File: config.mk
export PLATFORM = sky130hd
export DESIGN_NAME = writeback_stage
export DESIGN_NICKNAME = d
export VERILOG_FILES = /design/src/hw/riscv_isa_pkg.sv /design/src/hw/core_bus_pkg.sv /design/src/hw/writeback_stage.sv
export VERILOG_INCLUDE_DIRS = /design/src /design/src/hw
export SDC_FILE = /design/constraint.sdc
export NUM_CORES = 1
export LEC_CHECK = 0
export ABC_CLOCK_PERIOD_IN_PS = 1200
export BUFFER_PORTS_ARGS = -buffer_cell sky130_fd_sc_hd__clkbuf_2
export CORE_AREA = 4 4 137 139
export CTS_CLUSTER_SIZE = 30
export DETAILED_ROUTE_END_ITERATION = 8
export DIE_AREA = 0 0 141 143
export PLACE_DENSITY = 0.55
export SETUP_SLACK_MARGIN = 0.2
export SLEW_MARGIN = 20
export SYNTH_ARGS = -nofsm -noshare
export SYNTH_HDL_FRONTEND = slang
export SYNTH_SLANG_ARGS = --single-unit
File: constraint.sdc
create_clock -name clk -period 1.2 [get_ports clk]
set_clock_uncertainty 0.1 [all_clocks]
set_input_delay 0.06 -clock clk [delete_from_list [all_inputs] [get_ports clk]]
set_output_delay 0.06 -clock clk [all_outputs]
set_load 0.02 [all_outputs]
File: src/hw/core_defs.svh
`ifndef CORE_DEFS_SVH
`define CORE_DEFS_SVH

// Datapath
`define XLEN        32
`define REG_AW      5

// Word addressed program memory
`define IMEM_DEPTH  256
`define IMEM_AW     8

`define RESET_PC    32'h0000_0000

// APB address map
`define APB_AW      12
`define CTRL_ADDR   12'h000
`define STATUS_ADDR 12'h004
`define IMEM_BASE   12'h400

// Run flag position in CTRL
`define CTRL_RUN_BIT 31

`endif
File: src/hw/riscv_isa_pkg.sv
package riscv_isa_pkg;

    typedef enum logic [6:0] {
        OPCODE_LUI    = 7'b0110111,
        OPCODE_AUIPC  = 7'b0010111,
        OPCODE_OP_IMM = 7'b0010011,
        OPCODE_OP     = 7'b0110011
    } opcode_e;

    typedef struct packed {
        logic [6:0] funct7;
        logic [4:0] rs2;
        logic [4:0] rs1;
        logic [2:0] funct3;
        logic [4:0] rd;
        logic [6:0] opcode;
    } instr_r_t;

    typedef struct packed {
        logic [11:0] imm12;
        logic [4:0]  rs1;
        logic [2:0]  funct3;
        logic [4:0]  rd;
        logic [6:0]  opcode;
    } instr_i_t;

    typedef struct packed {
        logic [19:0] imm20;
        logic [4:0]  rd;
        logic [6:0]  opcode;
    } instr_u_t;

    // Same instruction word seen through each format
    typedef union packed {
        instr_r_t r;
        instr_i_t i;
        instr_u_t u;
    } instr_u;

    // funct3 codes shared by OP and OP-IMM
    localparam logic [2:0] F3_ADD_SUB = 3'b000;
    localparam logic [2:0] F3_SLL     = 3'b001;
    localparam logic [2:0] F3_SLT     = 3'b010;
    localparam logic [2:0] F3_SLTU    = 3'b011;
    localparam logic [2:0] F3_XOR     = 3'b100;
    localparam logic [2:0] F3_SRL_SRA = 3'b101;
    localparam logic [2:0] F3_OR      = 3'b110;
    localparam logic [2:0] F3_AND     = 3'b111;

    localparam logic [6:0] F7_BASE = 7'b0000000;
    localparam logic [6:0] F7_ALT  = 7'b0100000;

    typedef enum logic [4:0] {
        OP_LUI, OP_AUIPC,
        OP_ADDI, OP_SLTI, OP_SLTIU, OP_XORI, OP_ORI, OP_ANDI,
        OP_SLLI, OP_SRLI, OP_SRAI,
        OP_ADD, OP_SUB, OP_SLL, OP_SLT, OP_SLTU,
        OP_XOR, OP_OR, OP_AND, OP_SRL, OP_SRA,
        OP_UNKNOWN
    } operation_e;

endpackage

File: src/hw/core_bus_pkg.sv
`include "core_defs.svh"

package core_bus_pkg;

    typedef struct packed {
        logic              psel;
        logic              penable;
        logic              pwrite;
        logic [`APB_AW-1:0] paddr;
        logic [`XLEN-1:0]  pwdata;
    } apb_req_t;

    typedef struct packed {
        logic             pready;
        logic [`XLEN-1:0] prdata;
        logic             pslverr;
    } apb_rsp_t;

    typedef struct packed {
        logic             valid;
        logic [`XLEN-1:0] pc;
        logic [`XLEN-1:0] instr;
    } if_id_t;

    typedef struct packed {
        logic                      valid;
        logic [`XLEN-1:0]          pc;
        logic [`XLEN-1:0]          instr;
        riscv_isa_pkg::operation_e op;
        logic [`REG_AW-1:0]        rd;
        logic [`REG_AW-1:0]        rs1;
        logic [`REG_AW-1:0]        rs2;
        logic [`XLEN-1:0]          rs1_data;
        logic [`XLEN-1:0]          rs2_data;
        logic [`XLEN-1:0]          imm;
        logic                      we;
    } id_ex_t;

    // en is already qualified with rd != 0
    typedef struct packed {
        logic               en;
        logic [`REG_AW-1:0] rd;
        logic [`XLEN-1:0]   data;
    } reg_wr_t;

    typedef struct packed {
        logic               valid;
        logic [`XLEN-1:0]   pc;
        logic [`XLEN-1:0]   instr;
        logic [`REG_AW-1:0] rd;
        logic [`XLEN-1:0]   rd_data;
        logic               we;
    } retire_t;

endpackage

File: src/hw/writeback_stage.sv
`timescale 1ns/1ns
`include "core_defs.svh"

module writeback_stage (
    input  logic                  clk,
    input  logic                  rstn,
    input  core_bus_pkg::id_ex_t  ex_i,
    input  logic [`XLEN-1:0]      result_i,
    output core_bus_pkg::reg_wr_t reg_wr_o,
    output core_bus_pkg::retire_t retire_o
);

    import core_bus_pkg::*;

    retire_t wb_q;

    // EX/WB register
    always_ff @(posedge clk or negedge rstn) begin
        if (!rstn) begin
            wb_q <= '0;
        end else begin
            wb_q.valid   <= ex_i.valid;
            wb_q.pc      <= ex_i.pc;
            wb_q.instr   <= ex_i.instr;
            wb_q.rd      <= ex_i.rd;
            wb_q.rd_data <= result_i;
            wb_q.we      <= ex_i.we;
        end
    end

    assign reg_wr_o.en   = wb_q.valid && wb_q.we && (wb_q.rd != '0);
    assign reg_wr_o.rd   = wb_q.rd;
    assign reg_wr_o.data = wb_q.rd_data;

    assign retire_o = wb_q;

endmodule

After elaboration in Yosys (flattened, before gate mapping)
Index checks and enable logic that the tools add are counted.

Reduce and logical (&&, ||, !) cells: 3.

Operators with widths (number): nonzero test 5 bit (1); logical AND 1 bit (2).

Register bits: 103. Output and inout port bits: 141.

Logic depth before layout (Yosys ltp)
Gate-level depths: netlist of run 1.

Depth in word-level cells: 2. Depth in mapped cells: 2.

Worst setup path after synthesis of run 1
OpenSTA, ideal clock, no wires.

Path kind: reg-to-output. From: register wb_q (netlist bit reg_wr_o[35]). To: output port reg_wr_o[37] (netlist bit). Arrival: 1.191 ns. Data required time: 1.040 ns. Setup slack: -0.151 ns. Cell stages (with the launch flop): 3. Buffers on the path: 0. Cell sequence: dfrtp_1 or3_1 o311a_1.

RTL lines: from (decl) (RTL line writeback_stage.sv:15) `retire_t wb_q;`; to (decl) (RTL line writeback_stage.sv:9) `output core_bus_pkg::reg_wr_t reg_wr_o,`.

==> results.ini, run 1 <==
[yosys]
post-synth-top-count-cell = dfrtp_1
ys_seq_area_share_pct = 89.76
synth_warnings = 0
ys.flop_type = dfrtp_1
synth_top_area_share_pct = 89.76
synthTopCellsByCount = dfrtp_1 (103), buf_4 (37), o311a_1 (1), or3_1 (1)
syn_area_per_cell_um2 = 20.22
synth_area_leaders = dfrtp_1 (90%), buf_4 (9.7%), o311a_1 (0.35%)
yosys.area.top_type = dfrtp_1
synthesis.area_um2 = 2872
synth_edf_count = 0
synth_cell_type_count = 4
async_reset_ff_share_pct = 100.0
synthesis.nets = 358
ys_ff_latch = 103
syn_inst = 142

[critical_path]
critPathMaxStageDelay_ns = 0.38
cp_slowest_cell = dfrtp_1
required_ns = 1.04
critPathArrivalTime_ns = 1.56
start_kind = flip-flop
critPathKind = flip-flop to primary output
crit_fanout = 2
crit_chain = or3_4 -> o311a_4 -> buf_8
crit_path_end_kind = primary output

[timing]
setup_viol = 5
fin_crit_ns = 1.724
tightest_slew_ns = 0.4130
setup_slack_ns = -0.5241
period_share_pct = 143.7
holdWs_ns = 0.1007
fmax_mhz = 580.0
slew_headroom_pct = 72.47
hold_viol_final = 0
rsz0062_at_grt = true
finalMaxSlewViolations = 0

[status]
violations = negative setup slack
status = complete, but fails checks

[clock_network]
root_buffer = clkbuf_16
cts_max_level = 3
clkSinkCount = 103
cts.path.max_buffers = 2
clk_pin_slew_ns = 0.07
cts_tree = built
cts_buffers = 9

[layout]
drive_above_1_share_pct = 56.88
final_util_pct = 39.09
fill_cells = 1597
nNetsFinal = 691
syn_to_final_growth_pct = 140.4

[pwr]
power_density_nw_per_um2 = 1259
ir_drop_v = 0.0006566
leakagePower_uw = 0.003322

[detailed_routing]
routedWlPerCell_um = 15.34
drc = 0
vias_per_cell = 3.355
num_vias = 2382
drt-total-wl_mm = 10.89
drt_iter0_drc = 45
drt.antenna.violating_nets = 0
first_pass_iters = 3

[grt]
grt_max_degree = 31
antenna_found_initial = 1
globalRoute.totalOverflow = 0
grt_pass1_vias = 2823
grt_pass1_wl_mm = 16.22
grtUsageTotal_pct = 10.86

[hold_path]
hold_path_class = input pin to asynchronous set/reset pin

[die]
core_area_um2 = 17660
row_count = 49
io_pins = 357
die_area_um2 = 20160
die_w_um = 141
initial_utilization_pct = 16.26
die_y_um = 143

[placement]
io_buffers = 245
dp.final_hpwl_mm = 7.457
finalWeightedCongestion = 0.7101

[job]
drv_cap = 0

power breakdown:
| part | total, µW | internal, µW | switching [µW] |
|---|---|---|---|
| Sequential | 3760 | 3650 | 116 |
| Clock | 3380 | 2100 | 1280 |
| Combinational | 1550 | 917 | 629 |
sequential cells by signal (all words and copies together) (netlist names):
| register | flops |
|---|---|
| reg_wr_o | 37 |
| retire_o | 66 |
cell families (layout without fill, tap and decap cells):
logic type | count (synthesis) | count (layout) | synth area share (%)
buf+inv | 37 | 375 | 9.673
compound gates | 1 | 1 | 0.3486
other cells | 0 | 1 | 0
simple gates | 1 | 1 | 0.2180
flops | 103 | 103 | 89.76
worst max-delay path, delay by kind of cell, from the launching register on:
family | cells | cell delay (ns)
simple gates | 1 | 0.38
buf+inv | 1 | 0.13
compound gates | 1 | 0.32
flops | 1 | 0.38
final cells by class:
cell class / instances / area (µm²) / share of cell area, %
antenna: 1 / 2.502 / 0.03625
timing repair buffer: 359 / 3655 / 52.95
clock inverter: 5 / 105.1 / 1.523
tap: 229 / 286.5 / 4.151
sequential: 103 / 2579 / 37.36
multi-input combinational: 2 / 32.53 / 0.4713
clock buffer: 11 / 242.7 / 3.516
routing by layer:
metal / GRT usage, % / part of all wire, %
met5: 0 / 0
met4: 3.876 / 2.0
met3: 5.191 / 11
met2: 18.50 / 51
met1: 11.89 / 36
stage by stage:
stage	total power (µW)	worst slack (ns)	setup TNS (ns)	cells	cell area, µm²
after floorplan	4195	-0.1229	-0.1229	142	2884
after global placement	4647	-0.1767	-0.1767	584	4197
after detailed placement	4658	-0.2154	-0.2154	584	4197
after CTS	8783	-0.5619	-0.8214	707	6838
after global routing	9108	-0.5683	-1.234	710	6903
final	8688	-0.5241	-0.8087	710	6903
worst max path at each step:
stage	startpoint	end	slack [ns]	depth (start not counted)
finish	reg_wr_o[36]$_DFF_PN0_	reg_wr_o[37]	-0.52	3
global route	reg_wr_o[36]$_DFF_PN0_	reg_wr_o[37]	-0.57	3
CTS	reg_wr_o[36]$_DFF_PN0_	reg_wr_o[37]	-0.56	3
detailed placement	reg_wr_o[35]$_DFF_PN0_	reg_wr_o[37]	-0.22	3
global placement	reg_wr_o[35]$_DFF_PN0_	reg_wr_o[37]	-0.18	3
floorplan	reg_wr_o[35]$_DFF_PN0_	reg_wr_o[37]	-0.12	2
cell usage in the layout, fill, tap and decap left out:
cell / instances
buf_12: 3
buf_4: 5
buf_6: 5
buf_8: 25
bufinv_16: 3
clkbuf_1: 1
clkbuf_16: 9
clkbuf_2: 103
clkbuf_8: 115
clkinvlp_4: 2
dfrtp_1: 102
dfrtp_2: 1
diode_2: 1
dlygate4sd3_1: 104
o311a_4: 1
or3_4: 1
timing repair:
action	CTS	global route
setup buffers	3	2
pin swaps	1	0
setup endpoints to repair	141	141
hold endpoints to repair	206	0
hold buffers	104	0
gates resized for setup	281	32
(Power assumes the default switching activity.)
==> inputs of run 2 (changes only) <==
- BUFFER_PORTS_ARGS: -buffer_cell sky130_fd_sc_hd__clkbuf_2 -> -buffer_cell sky130_fd_sc_hd__buf_2
==> results.ini, run 2 (synthesis results as in run 1) <==
[status]
status = complete, but fails checks
violations = negative setup slack

[critical_path]
cp-startpoint = reg_wr_o[35]$_DFF_PN0_
start_kind = flip-flop
path_buf_inv = 1
crit_path_end_kind = primary output
crit_chain = or3_4 -> o311a_4 -> buf_6
cp_slowest_cell = dfrtp_2
crit_fanout = 2
crit_family = flip-flops
critPathArrivalTime_ns = 1.57
critPathKind = flip-flop to primary output
critPathMaxStageDelay_ns = 0.41
required_ns = 1.04

[job]
drv_cap = 0

[detailed_routing]
vias_per_cell = 3.361
drt-total-wl_mm = 11.05
first_pass_iters = 3
drt.antenna.violating_nets = 0
drt_iter0_drc = 29
drc = 0
routedWlPerCell_um = 15.55
num_vias = 2390

[die]
die_w_um = 141
row_count = 49
core_area_um2 = 17660
die_area_um2 = 20160
initial_utilization_pct = 16.26
io_pins = 357
die_y_um = 143

[grt]
antenna_found_initial = 1
grt_max_degree = 31
globalRoute.totalOverflow = 0
grtUsageTotal_pct = 10.97
grt_pass1_vias = 2908
grt_pass1_wl_mm = 16.39

[layout]
final_util_pct = 36.64
syn_to_final_growth_pct = 125.3
final_common_cell = buf_6
drive_above_1_share_pct = 57.17
fill_cells = 1628
nNetsFinal = 692
largest_reg_flops = 66
final_cell_mix = buf_6 (145), dlygate4sd3_1 (104), buf_2 (103), dfrtp_1 (102), clkbuf_16 (9)

[clock_network]
root_buffer = clkbuf_16
cts_max_level = 3
clk_pin_slew_ns = 0.07
clkSinkCount = 103
cts_buffers = 9
cts.path.max_buffers = 2
cts_tree = built

[placement]
finalWeightedCongestion = 0.7212
io_buffers = 245
dp.final_hpwl_mm = 7.440

[timing]
fmax_mhz = 578.1
finalMaxSlewViolations = 0
tns_ns = -1.009
slew_headroom_pct = 72.35
setup_viol = 6
period_share_pct = 144.1
setup_slack_ns = -0.5298
fin_crit_ns = 1.730
hold_viol_final = 0
rsz0062_at_grt = true
tightest_slew_ns = 0.4147

[hold_path]
hold_path_class = input pin to asynchronous set/reset pin

[pwr]
power_uw = 8050
power_density_nw_per_um2 = 1244
leakagePower_uw = 0.003118
ir_drop_v = 0.0006624

-- run 2: changes by cell type in the layout (fill, tap and decap cells not counted), sizes merged --
cell,change
buf,+218
bufinv,-3
clkbuf,-218
clkinv,+4
clkinvlp,-1
inv,+1
-- run 2: path summary, 6_finish.rpt --
check,cells past startpoint,to
max in group asynchronous,3,reg_wr_o[35]$_DFF_PN0_
min in group clk,2,retire_o[91]$_DFF_PN0_
hold / removal,2,retire_o[64]$_DFF_PN0_
setup / recovery,3,reg_wr_o[37]
-- run 2: stage by stage --
step                      cells  instance area [µm²]  setup slack (ns)  hold slack [ns]
after floorplan             142                 2884           -0.1229          -0.3356
after global placement      584                 4197           -0.1713         -0.08182
after detailed placement    584                 4197           -0.2306         -0.07178
after CTS                   709                 6452           -0.5452          0.08961
after global routing        711                 6470           -0.5735           0.1240
final                       711                 6470           -0.5298          0.09801
-- run 2: power by group --
| part | total, µW | internal, µW | switching, µW | leakage [µW] |
|---|---|---|---|---|
| clock network | 2830 | 1470 | 1350 | 0.000139 |
| registers | 3770 | 3650 | 122 | 0.00120 |
| logic | 1450 | 831 | 624 | 0.00178 |
| total | 8050 | 5950 | 2100 | 0.00312 |
-- run 2: timing repair --
action / in CTS / in global routing
hold endpoints to repair: 206 / 0
setup buffers: 5 / 1
hold buffers: 104 / 0
pin swaps: 1 / 0
resized for setup: 285 / 2
setup endpoints to repair: 141 / 141
-- run 2: metal layers --
metal	vias up	part of all wire (%)	GRT usage (%)
li1	1071	-	-
met1	1141	36	11.67
met2	164	52	19.05
met3	14	9.8	4.588
met4	0	2.1	4.997
met5	-	0	0
-- run 2: layout make-up --
class | instances | area, µm² | share of cell area (%)
clock inverters | 6 | 43.79 | 0.6769
repair buffers | 360 | 3287 | 50.80
clock buffers | 10 | 239.0 | 3.694
diodes | 1 | 2.502 | 0.03868
multi-input cells | 2 | 32.53 | 0.5028
well taps | 229 | 286.5 | 4.429
flip-flops and latches | 103 | 2579 | 39.86
