File: src/hw/core_defs.svh
`ifndef CORE_DEFS_SVH
`define CORE_DEFS_SVH

// Datapath
`define XLEN        32
`define REG_AW      5

// Word addressed program memory
`define IMEM_DEPTH  256
`define IMEM_AW     8

`define RESET_PC    32'h0000_0000

// APB address map
`define APB_AW      12
`define CTRL_ADDR   12'h000
`define STATUS_ADDR 12'h004
`define IMEM_BASE   12'h400

// Run flag position in CTRL
`define CTRL_RUN_BIT 31

`endif
File: src/hw/riscv_isa_pkg.sv
package riscv_isa_pkg;

    typedef enum logic [6:0] {
        OPCODE_LUI    = 7'b0110111,
        OPCODE_AUIPC  = 7'b0010111,
        OPCODE_OP_IMM = 7'b0010011,
        OPCODE_OP     = 7'b0110011
    } opcode_e;

    typedef struct packed {
        logic [6:0] funct7;
        logic [4:0] rs2;
        logic [4:0] rs1;
        logic [2:0] funct3;
        logic [4:0] rd;
        logic [6:0] opcode;
    } instr_r_t;

    typedef struct packed {
        logic [11:0] imm12;
        logic [4:0]  rs1;
        logic [2:0]  funct3;
        logic [4:0]  rd;
        logic [6:0]  opcode;
    } instr_i_t;

    typedef struct packed {
        logic [19:0] imm20;
        logic [4:0]  rd;
        logic [6:0]  opcode;
    } instr_u_t;

    // Same instruction word seen through each format
    typedef union packed {
        instr_r_t r;
        instr_i_t i;
        instr_u_t u;
    } instr_u;

    // funct3 codes shared by OP and OP-IMM
    localparam logic [2:0] F3_ADD_SUB = 3'b000;
    localparam logic [2:0] F3_SLL     = 3'b001;
    localparam logic [2:0] F3_SLT     = 3'b010;
    localparam logic [2:0] F3_SLTU    = 3'b011;
    localparam logic [2:0] F3_XOR     = 3'b100;
    localparam logic [2:0] F3_SRL_SRA = 3'b101;
    localparam logic [2:0] F3_OR      = 3'b110;
    localparam logic [2:0] F3_AND     = 3'b111;

    localparam logic [6:0] F7_BASE = 7'b0000000;
    localparam logic [6:0] F7_ALT  = 7'b0100000;

    typedef enum logic [4:0] {
        OP_LUI, OP_AUIPC,
        OP_ADDI, OP_SLTI, OP_SLTIU, OP_XORI, OP_ORI, OP_ANDI,
        OP_SLLI, OP_SRLI, OP_SRAI,
        OP_ADD, OP_SUB, OP_SLL, OP_SLT, OP_SLTU,
        OP_XOR, OP_OR, OP_AND, OP_SRL, OP_SRA,
        OP_UNKNOWN
    } operation_e;

endpackage

File: src/hw/core_bus_pkg.sv
`include "core_defs.svh"

package core_bus_pkg;

    typedef struct packed {
        logic              psel;
        logic              penable;
        logic              pwrite;
        logic [`APB_AW-1:0] paddr;
        logic [`XLEN-1:0]  pwdata;
    } apb_req_t;

    typedef struct packed {
        logic             pready;
        logic [`XLEN-1:0] prdata;
        logic             pslverr;
    } apb_rsp_t;

    typedef struct packed {
        logic             valid;
        logic [`XLEN-1:0] pc;
        logic [`XLEN-1:0] instr;
    } if_id_t;

    typedef struct packed {
        logic                      valid;
        logic [`XLEN-1:0]          pc;
        logic [`XLEN-1:0]          instr;
        riscv_isa_pkg::operation_e op;
        logic [`REG_AW-1:0]        rd;
        logic [`REG_AW-1:0]        rs1;
        logic [`REG_AW-1:0]        rs2;
        logic [`XLEN-1:0]          rs1_data;
        logic [`XLEN-1:0]          rs2_data;
        logic [`XLEN-1:0]          imm;
        logic                      we;
    } id_ex_t;

    // en is already qualified with rd != 0
    typedef struct packed {
        logic               en;
        logic [`REG_AW-1:0] rd;
        logic [`XLEN-1:0]   data;
    } reg_wr_t;

    typedef struct packed {
        logic               valid;
        logic [`XLEN-1:0]   pc;
        logic [`XLEN-1:0]   instr;
        logic [`REG_AW-1:0] rd;
        logic [`XLEN-1:0]   rd_data;
        logic               we;
    } retire_t;

endpackage

File: src/hw/fetch_stage.sv
`timescale 1ns/1ns
`include "core_defs.svh"

module fetch_stage (
    input  logic                 clk,
    input  logic                 rstn,
    input  logic                 run_i,
    input  logic [`IMEM_AW:0]    prog_len_i,
    input  logic [`XLEN-1:0]     instr_i,
    output logic [`IMEM_AW-1:0]  fetch_addr_o,
    output core_bus_pkg::if_id_t if_id_o,
    output logic                 done_o
);

    import core_bus_pkg::*;

    logic [`XLEN-1:0]  pc_q;
    logic [`IMEM_AW:0] count_q;
    logic              done_q;
    logic              issue;
    if_id_t            if_id_q;

    assign issue        = run_i && (count_q < prog_len_i);
    assign fetch_addr_o = pc_q[`IMEM_AW+1:2];

    always_ff @(posedge clk or negedge rstn) begin
        if (!rstn) begin
            pc_q    <= `RESET_PC;
            count_q <= '0;
            done_q  <= 1'b0;
            if_id_q <= '0;
        end else begin
            if_id_q.valid <= issue;
            if_id_q.pc    <= pc_q;
            if_id_q.instr <= instr_i;
            if (issue) begin
                pc_q    <= pc_q + 4;
                count_q <= count_q + 1'b1;
            end
            // Sticky until reset
            if (run_i && !issue) begin
                done_q <= 1'b1;
            end
        end
    end

    assign if_id_o = if_id_q;
    assign done_o  = done_q;

endmodule

File: config.mk
export PLATFORM = sky130hd
export DESIGN_NAME = fetch_stage
export DESIGN_NICKNAME = d
export VERILOG_FILES = /design/src/hw/riscv_isa_pkg.sv /design/src/hw/core_bus_pkg.sv /design/src/hw/fetch_stage.sv
export VERILOG_INCLUDE_DIRS = /design/src /design/src/hw
export SDC_FILE = /design/constraint.sdc
export NUM_CORES = 1
export LEC_CHECK = 0
export BUFFER_PORTS_ARGS = -buffer_cell sky130_fd_sc_hd__buf_2
export CAP_MARGIN = 20
export CORE_ASPECT_RATIO = 0.9
export CORE_MARGIN = 3
export CORE_UTILIZATION = 54
export DETAILED_ROUTE_END_ITERATION = 7
export MAX_ROUTING_LAYER = met4
export PLACE_DENSITY = 0.88
export SLEW_MARGIN = 20
export SYNTH_ARGS = -nofsm -noshare
export SYNTH_HDL_FRONTEND = slang
export SYNTH_SLANG_ARGS = --single-unit
File: constraint.sdc
create_clock -name clk -period 3.05 [get_ports clk]
set_input_delay 0 -clock clk [delete_from_list [all_inputs] [get_ports clk]]
set_output_delay 0 -clock clk [all_outputs]
set_load 0.1 [all_outputs]
=== Word level (Yosys, flattened, before mapping) ===
Index checks and enable logic that the tools add are counted.

* Logic and storage cells: 12
* Output and inout port bits: 74
* Flip-flop bits (word level): 107

* Reduce and logical (&&, ||, !) cells: 3
* $lt $le $gt $ge: 1
* Add/subtract/negate cells: 2

{| class="wikitable"
|+ Operators with widths
! kind !! number
|-
| $add A32 B3 Y32 const B || 1
|-
| $add A9 B1 Y9 const B || 1
|-
| $lt A9 B9 Y1 || 1
|-
| $logic_and A1 B1 Y1 || 2
|-
| $logic_not A1 Y1 || 1
|}

=== Longest topological paths before layout ===
* Word-level depth: 4
* Mapped depth: 8

=== Least setup slack after synthesis ===
Ideal clock, no wire load.

* Path type: register to register
* From: register count_q[4]
* To: register pc_q[10]
* Clock period less this slack: 1.997 ns
* Stages on the path, launching flop included: 8
* Data required time: 2.926 ns
* Path buffers: 1
* Library setup time: 0.124 ns
* Path slack: 1.053 ns
* Data arrival time: 1.873 ns
* Path through: dfrtp_1 -> ha_1 -> a211oi_2 -> o211ai_2 -> a211oi_2 -> buf_6 -> nand3_2 -> xnor2_1

* Word-level cells in the longest chain between the ends: 2

{| class="wikitable"
|+ RTL lines
! what !! line !! source
|-
| from (decl) || fetch_stage.sv:18 || <nowiki>logic [`IMEM_AW:0] count_q;</nowiki>
|-
| from (signal assigned) || fetch_stage.sv:38 || <nowiki>count_q <= count_q + 1'b1;</nowiki>
|-
| $lt A9 B9 Y1 || fetch_stage.sv:23 || <nowiki>assign issue = run_i && (count_q < prog_len_i);</nowiki>
|-
| $logic_and A1 B1 Y1 || fetch_stage.sv:23 ||
|-
| net issue || fetch_stage.sv:20 || <nowiki>logic issue;</nowiki>
|-
| to (signal assigned) || fetch_stage.sv:28 || <nowiki>pc_q <= `RESET_PC;</nowiki>
|-
| to (signal assigned) || fetch_stage.sv:37 || <nowiki>pc_q <= pc_q + 4;</nowiki>
|-
| to (decl) || fetch_stage.sv:17 || <nowiki>logic [`XLEN-1:0] pc_q;</nowiki>
|}

The timed path passes the listed nets, and every way through them passes these cells.
A chain may end at the register's enable or synchronous reset.

=== Final worst setup path ===
* From: register count_q[6]
* To: register pc_q[29]

* Word-level cells in the longest chain between the ends: 2

{| class="wikitable"
|+ RTL lines
! what !! line
|-
| $lt A9 B9 Y1 || fetch_stage.sv:23
|-
| $logic_and A1 B1 Y1 || fetch_stage.sv:23
|}

No other way between the ends.

==> metrics.log <==
INFO  metric drc = 0
INFO  metric post-route-period-util = 78.25%
INFO  metric grt_pass1_vias = 2620
INFO  metric grt_antenna_before_repair = 0
INFO  metric drt-vias-per-instance = 5.139
INFO  metric core = 6691 um^2
INFO  metric slew_viol_final = 0
INFO  metric clock_buffer_count_from_cts = 9
INFO  metric synthCells = 263
INFO  metric fp.dieW = 94.35 um
INFO  metric worstPathCellList = ha_1, a21oi_1, o21ai_0, a21o_1, and4bb_2, xor2_1
INFO  metric synthDistinctLibCells = 33
INFO  metric critical_path_required = 3.31 ns
INFO  metric initial_core_utilization = 56.69%
INFO  metric clk_transition_reported_paths = 0.11 ns
INFO  metric tightestPinTransition = 0.7317 ns
INFO  metric syn_area = 3794 um^2
INFO  metric finalHoldViolations = 0
INFO  metric routabilityCongestion = 0.8053
INFO  metric cp.arrival = 2.64 ns
INFO  metric boundaryPins = 118
INFO  metric power.total = 3.896 mW
INFO  metric cp-start-kind = flop
INFO  metric wl_per_cell = 16.23 um
INFO  metric crit_path_max_fanout = 16
INFO  metric power_leakage = 2.588 nW
INFO  metric synth_seq_area_share = 67.94%
INFO  metric synthFlopType = sky130_fd_sc_hd__dfrtp_1
INFO  metric clock_tree_from_tritoncts = done
INFO  metric final_net_count = 468
INFO  metric min_period = 2.387 ns
INFO  metric hp-class = in -> async
INFO  metric final-setup-viol-count = 0
INFO  metric max-clock-path-buffers = 2
INFO  metric synth.avg_cell_area = 14.42 um^2
INFO  metric setup_total_negative_slack = 0 ns
INFO  metric grt_first_pass_wirelength = 13300 um
INFO  metric slowest_stage = sky130_fd_sc_hd__a21o_1
INFO  metric clkSinkCount = 103
INFO  metric post_cts_hold_buffer_count = 34
INFO  metric cts_setup_buffers = 0
INFO  metric slew_headroom = 51.22%
INFO  metric syn2layout_area_growth = 30.18%
INFO  metric antenna_violating_nets_post_route = 0
INFO  metric clk_root_buffer_cell = sky130_fd_sc_hd__clkbuf_8
INFO  metric clkLatencyLatePin = 0.36 ns
INFO  metric antenna-diode-count = 0
INFO  metric achievable-frequency = 419.0 MHz
INFO  metric hpwl = 5247 um
INFO  metric drt_iter0_markers = 127
INFO  metric p_per_area = 789.0 nW/um^2
INFO  metric grt_start_max_net_pins = 87
INFO  metric drtPass1Iterations = 4
INFO  metric critical_path.max_stage_delay = 0.58 ns
INFO  metric num_rows = 28
INFO  metric synth.yosys.warnings = 0
INFO  metric grt_overflow = 0
INFO  metric drt_wl_total = 8262 um
INFO  metric track_usage = 22.29%
INFO  metric fp.dieH = 85.52 um
INFO  metric final.setup_skew = 0.01457 ns
INFO  metric critPathKind = reg -> reg
INFO  metric port_buffers = 115
INFO  metric post_cts_resize_count = 0
INFO  metric ctsHtreeMaxLevel = 3
INFO  metric synth_async_sr_flop_share = 100.0%
INFO  metric status = finished clean
INFO  metric layout-drive-gt1-share = 35.80%
INFO  metric finalHoldWorstSlack = 0.2304 ns
INFO  metric drv_cap = 0
INFO  metric max-vdd-ir-drop = 0.9491 mV
INFO  metric reg2reg_slack = 0.66 ns
INFO  metric dr_total_vias = 2616
INFO  metric ys_ff_latch = 103
INFO  metric die_area = 8068 um^2
INFO  metric number_of_enable_flip_flop_cells_after_synthesis = 0
INFO  metric critPathCaptureType = flop
INFO  metric setup_repair_after_global_routing_missed_its_margin = false
-- flip-flops by register name, indices dropped and copies added (netlist names) --
register,flops
count_q,9
if_id_o,63
pc_q,30
done_o,1
-- kinds of logic (layout without fill, tap and decap cells) --
group / count (synthesis) / in the layout / synth area share, %
compound gates: 12 / 12 / 2.572
fa+ha+maj: 10 / 10 / 3.298
other cells: 1 / 2 / 0.09885
simple gates: 75 / 75 / 13.29
flops: 103 / 103 / 67.94
mux: 2 / 2 / 0.5936
xor+xnor: 37 / 37 / 8.542
buf+inv: 23 / 178 / 3.661
-- metal layers --
layer	up-vias	GRT usage, %	routed length [um]
li1	1186	-	-
met1	1271	27.85	3334
met2	142	35.24	3985
met3	17	8.158	821
met4	0	4.987	121
met5	-	-	0
-- synthesized netlist by cell type, types with 2 or more instances --
library cell / n / area [um^2]
sky130_fd_sc_hd__buf_4: 10 / 75.07
sky130_fd_sc_hd__and4_1: 4 / 35.03
sky130_fd_sc_hd__nor4_1: 4 / 25.02
sky130_fd_sc_hd__nor3_1: 5 / 25.02
sky130_fd_sc_hd__a21oi_1: 4 / 20.02
sky130_fd_sc_hd__a21o_1: 2 / 15.01
sky130_fd_sc_hd__and2_1: 2 / 12.51
sky130_fd_sc_hd__mux2_2: 2 / 22.52
sky130_fd_sc_hd__a211oi_2: 2 / 25.02
sky130_fd_sc_hd__dfrtp_1: 103 / 2577
sky130_fd_sc_hd__xor2_1: 20 / 175.2
sky130_fd_sc_hd__nand4_1: 13 / 81.33
sky130_fd_sc_hd__o21ai_0: 2 / 10.01
sky130_fd_sc_hd__xnor2_1: 17 / 148.9
sky130_fd_sc_hd__nand3_2: 3 / 30.03
sky130_fd_sc_hd__nor4_4: 3 / 63.81
sky130_fd_sc_hd__buf_6: 2 / 22.52
sky130_fd_sc_hd__nand3_1: 7 / 35.03
sky130_fd_sc_hd__and3_1: 7 / 43.79
sky130_fd_sc_hd__ha_1: 10 / 125.1
sky130_fd_sc_hd__nand2_1: 17 / 63.81
sky130_fd_sc_hd__nor2_1: 3 / 11.26
sky130_fd_sc_hd__inv_1: 11 / 41.29
-- final timing paths --
kind,startpoint,to,depth (start not counted)
setup / recovery,count_q[6]$_DFFE_PN0P_,pc_q[29]$_DFFE_PN0P_,6
hold / removal,rstn,pc_q[17]$_DFFE_PN0P_,2
setup reg to reg,count_q[6]$_DFFE_PN0P_,pc_q[29]$_DFFE_PN0P_,6
hold reg to reg,pc_q[31]$_DFFE_PN0P_,if_id_o[63]$_DFF_PN0_,0
max in group asynchronous,rstn,if_id_o[12]$_DFF_PN0_,3
min in group clk,instr_i[17],if_id_o[17]$_DFF_PN0_,2
-- metrics by stage --
stage	instances	setup WS [ns]	util, %	area, um^2
finish	509	0.6634	73.80	4938
CTS	509	0.6787	73.75	4935
global placement	459	0.7693	65.84	4405
floorplan	264	1.053	-	3797
detailed placement	459	0.6593	65.84	4405
global route	509	0.5537	73.80	4938
-- cell usage in the layout (no fill, tap or decap), types with 4 or more instances in the layout --
cell type and n:
sky130_fd_sc_hd__a21oi_1 4, sky130_fd_sc_hd__clkbuf_8 9, sky130_fd_sc_hd__nand3_1 7, sky130_fd_sc_hd__nand2_1 17
sky130_fd_sc_hd__xnor2_1 17, sky130_fd_sc_hd__and3_1 7, sky130_fd_sc_hd__nor3_1 5, sky130_fd_sc_hd__inv_1 11
sky130_fd_sc_hd__nand4_1 13, sky130_fd_sc_hd__dlygate4sd3_1 34, sky130_fd_sc_hd__and4_1 4, sky130_fd_sc_hd__nor4_1 4
sky130_fd_sc_hd__buf_2 114, sky130_fd_sc_hd__ha_1 10, sky130_fd_sc_hd__dfrtp_1 103, sky130_fd_sc_hd__xor2_1 20
-- worst max-delay path, delay by kind of cell (launching register included) --
| kind | cells | cell delay, ns |
|---|---|---|
| AO/OA/AOI/OAI | 3 | 1.10 |
| flip-flops | 1 | 0.43 |
| adder cells (fa/ha/maj) | 1 | 0.32 |
| AND/OR/NAND/NOR | 1 | 0.31 |
| XOR/XNOR | 1 | 0.13 |
-- final cells by class --
| type | instances | area (um^2) |
|---|---|---|
| Multi-Input combinational cell | 138 | 1081 |
| Clock buffer | 9 | 123.9 |
| Inverter | 11 | 41.29 |
| Timing Repair Buffer | 151 | 937.1 |
| Clock inverter | 7 | 65.06 |
| Fill cell | 436 | 1753 |
| Sequential cell | 103 | 2577 |
| Tap cell | 90 | 112.6 |
-- where the power goes --
part	total [mW]	leakage, nW	switching [mW]	internal, mW
combinational	1.42	1.17	1.15	0.277
sequential	1.67	1.33	0.144	1.53
clock	0.801	0.0909	0.488	0.314
total	3.90	2.59	1.78	2.12
Power figures use the tool's default switching activity.
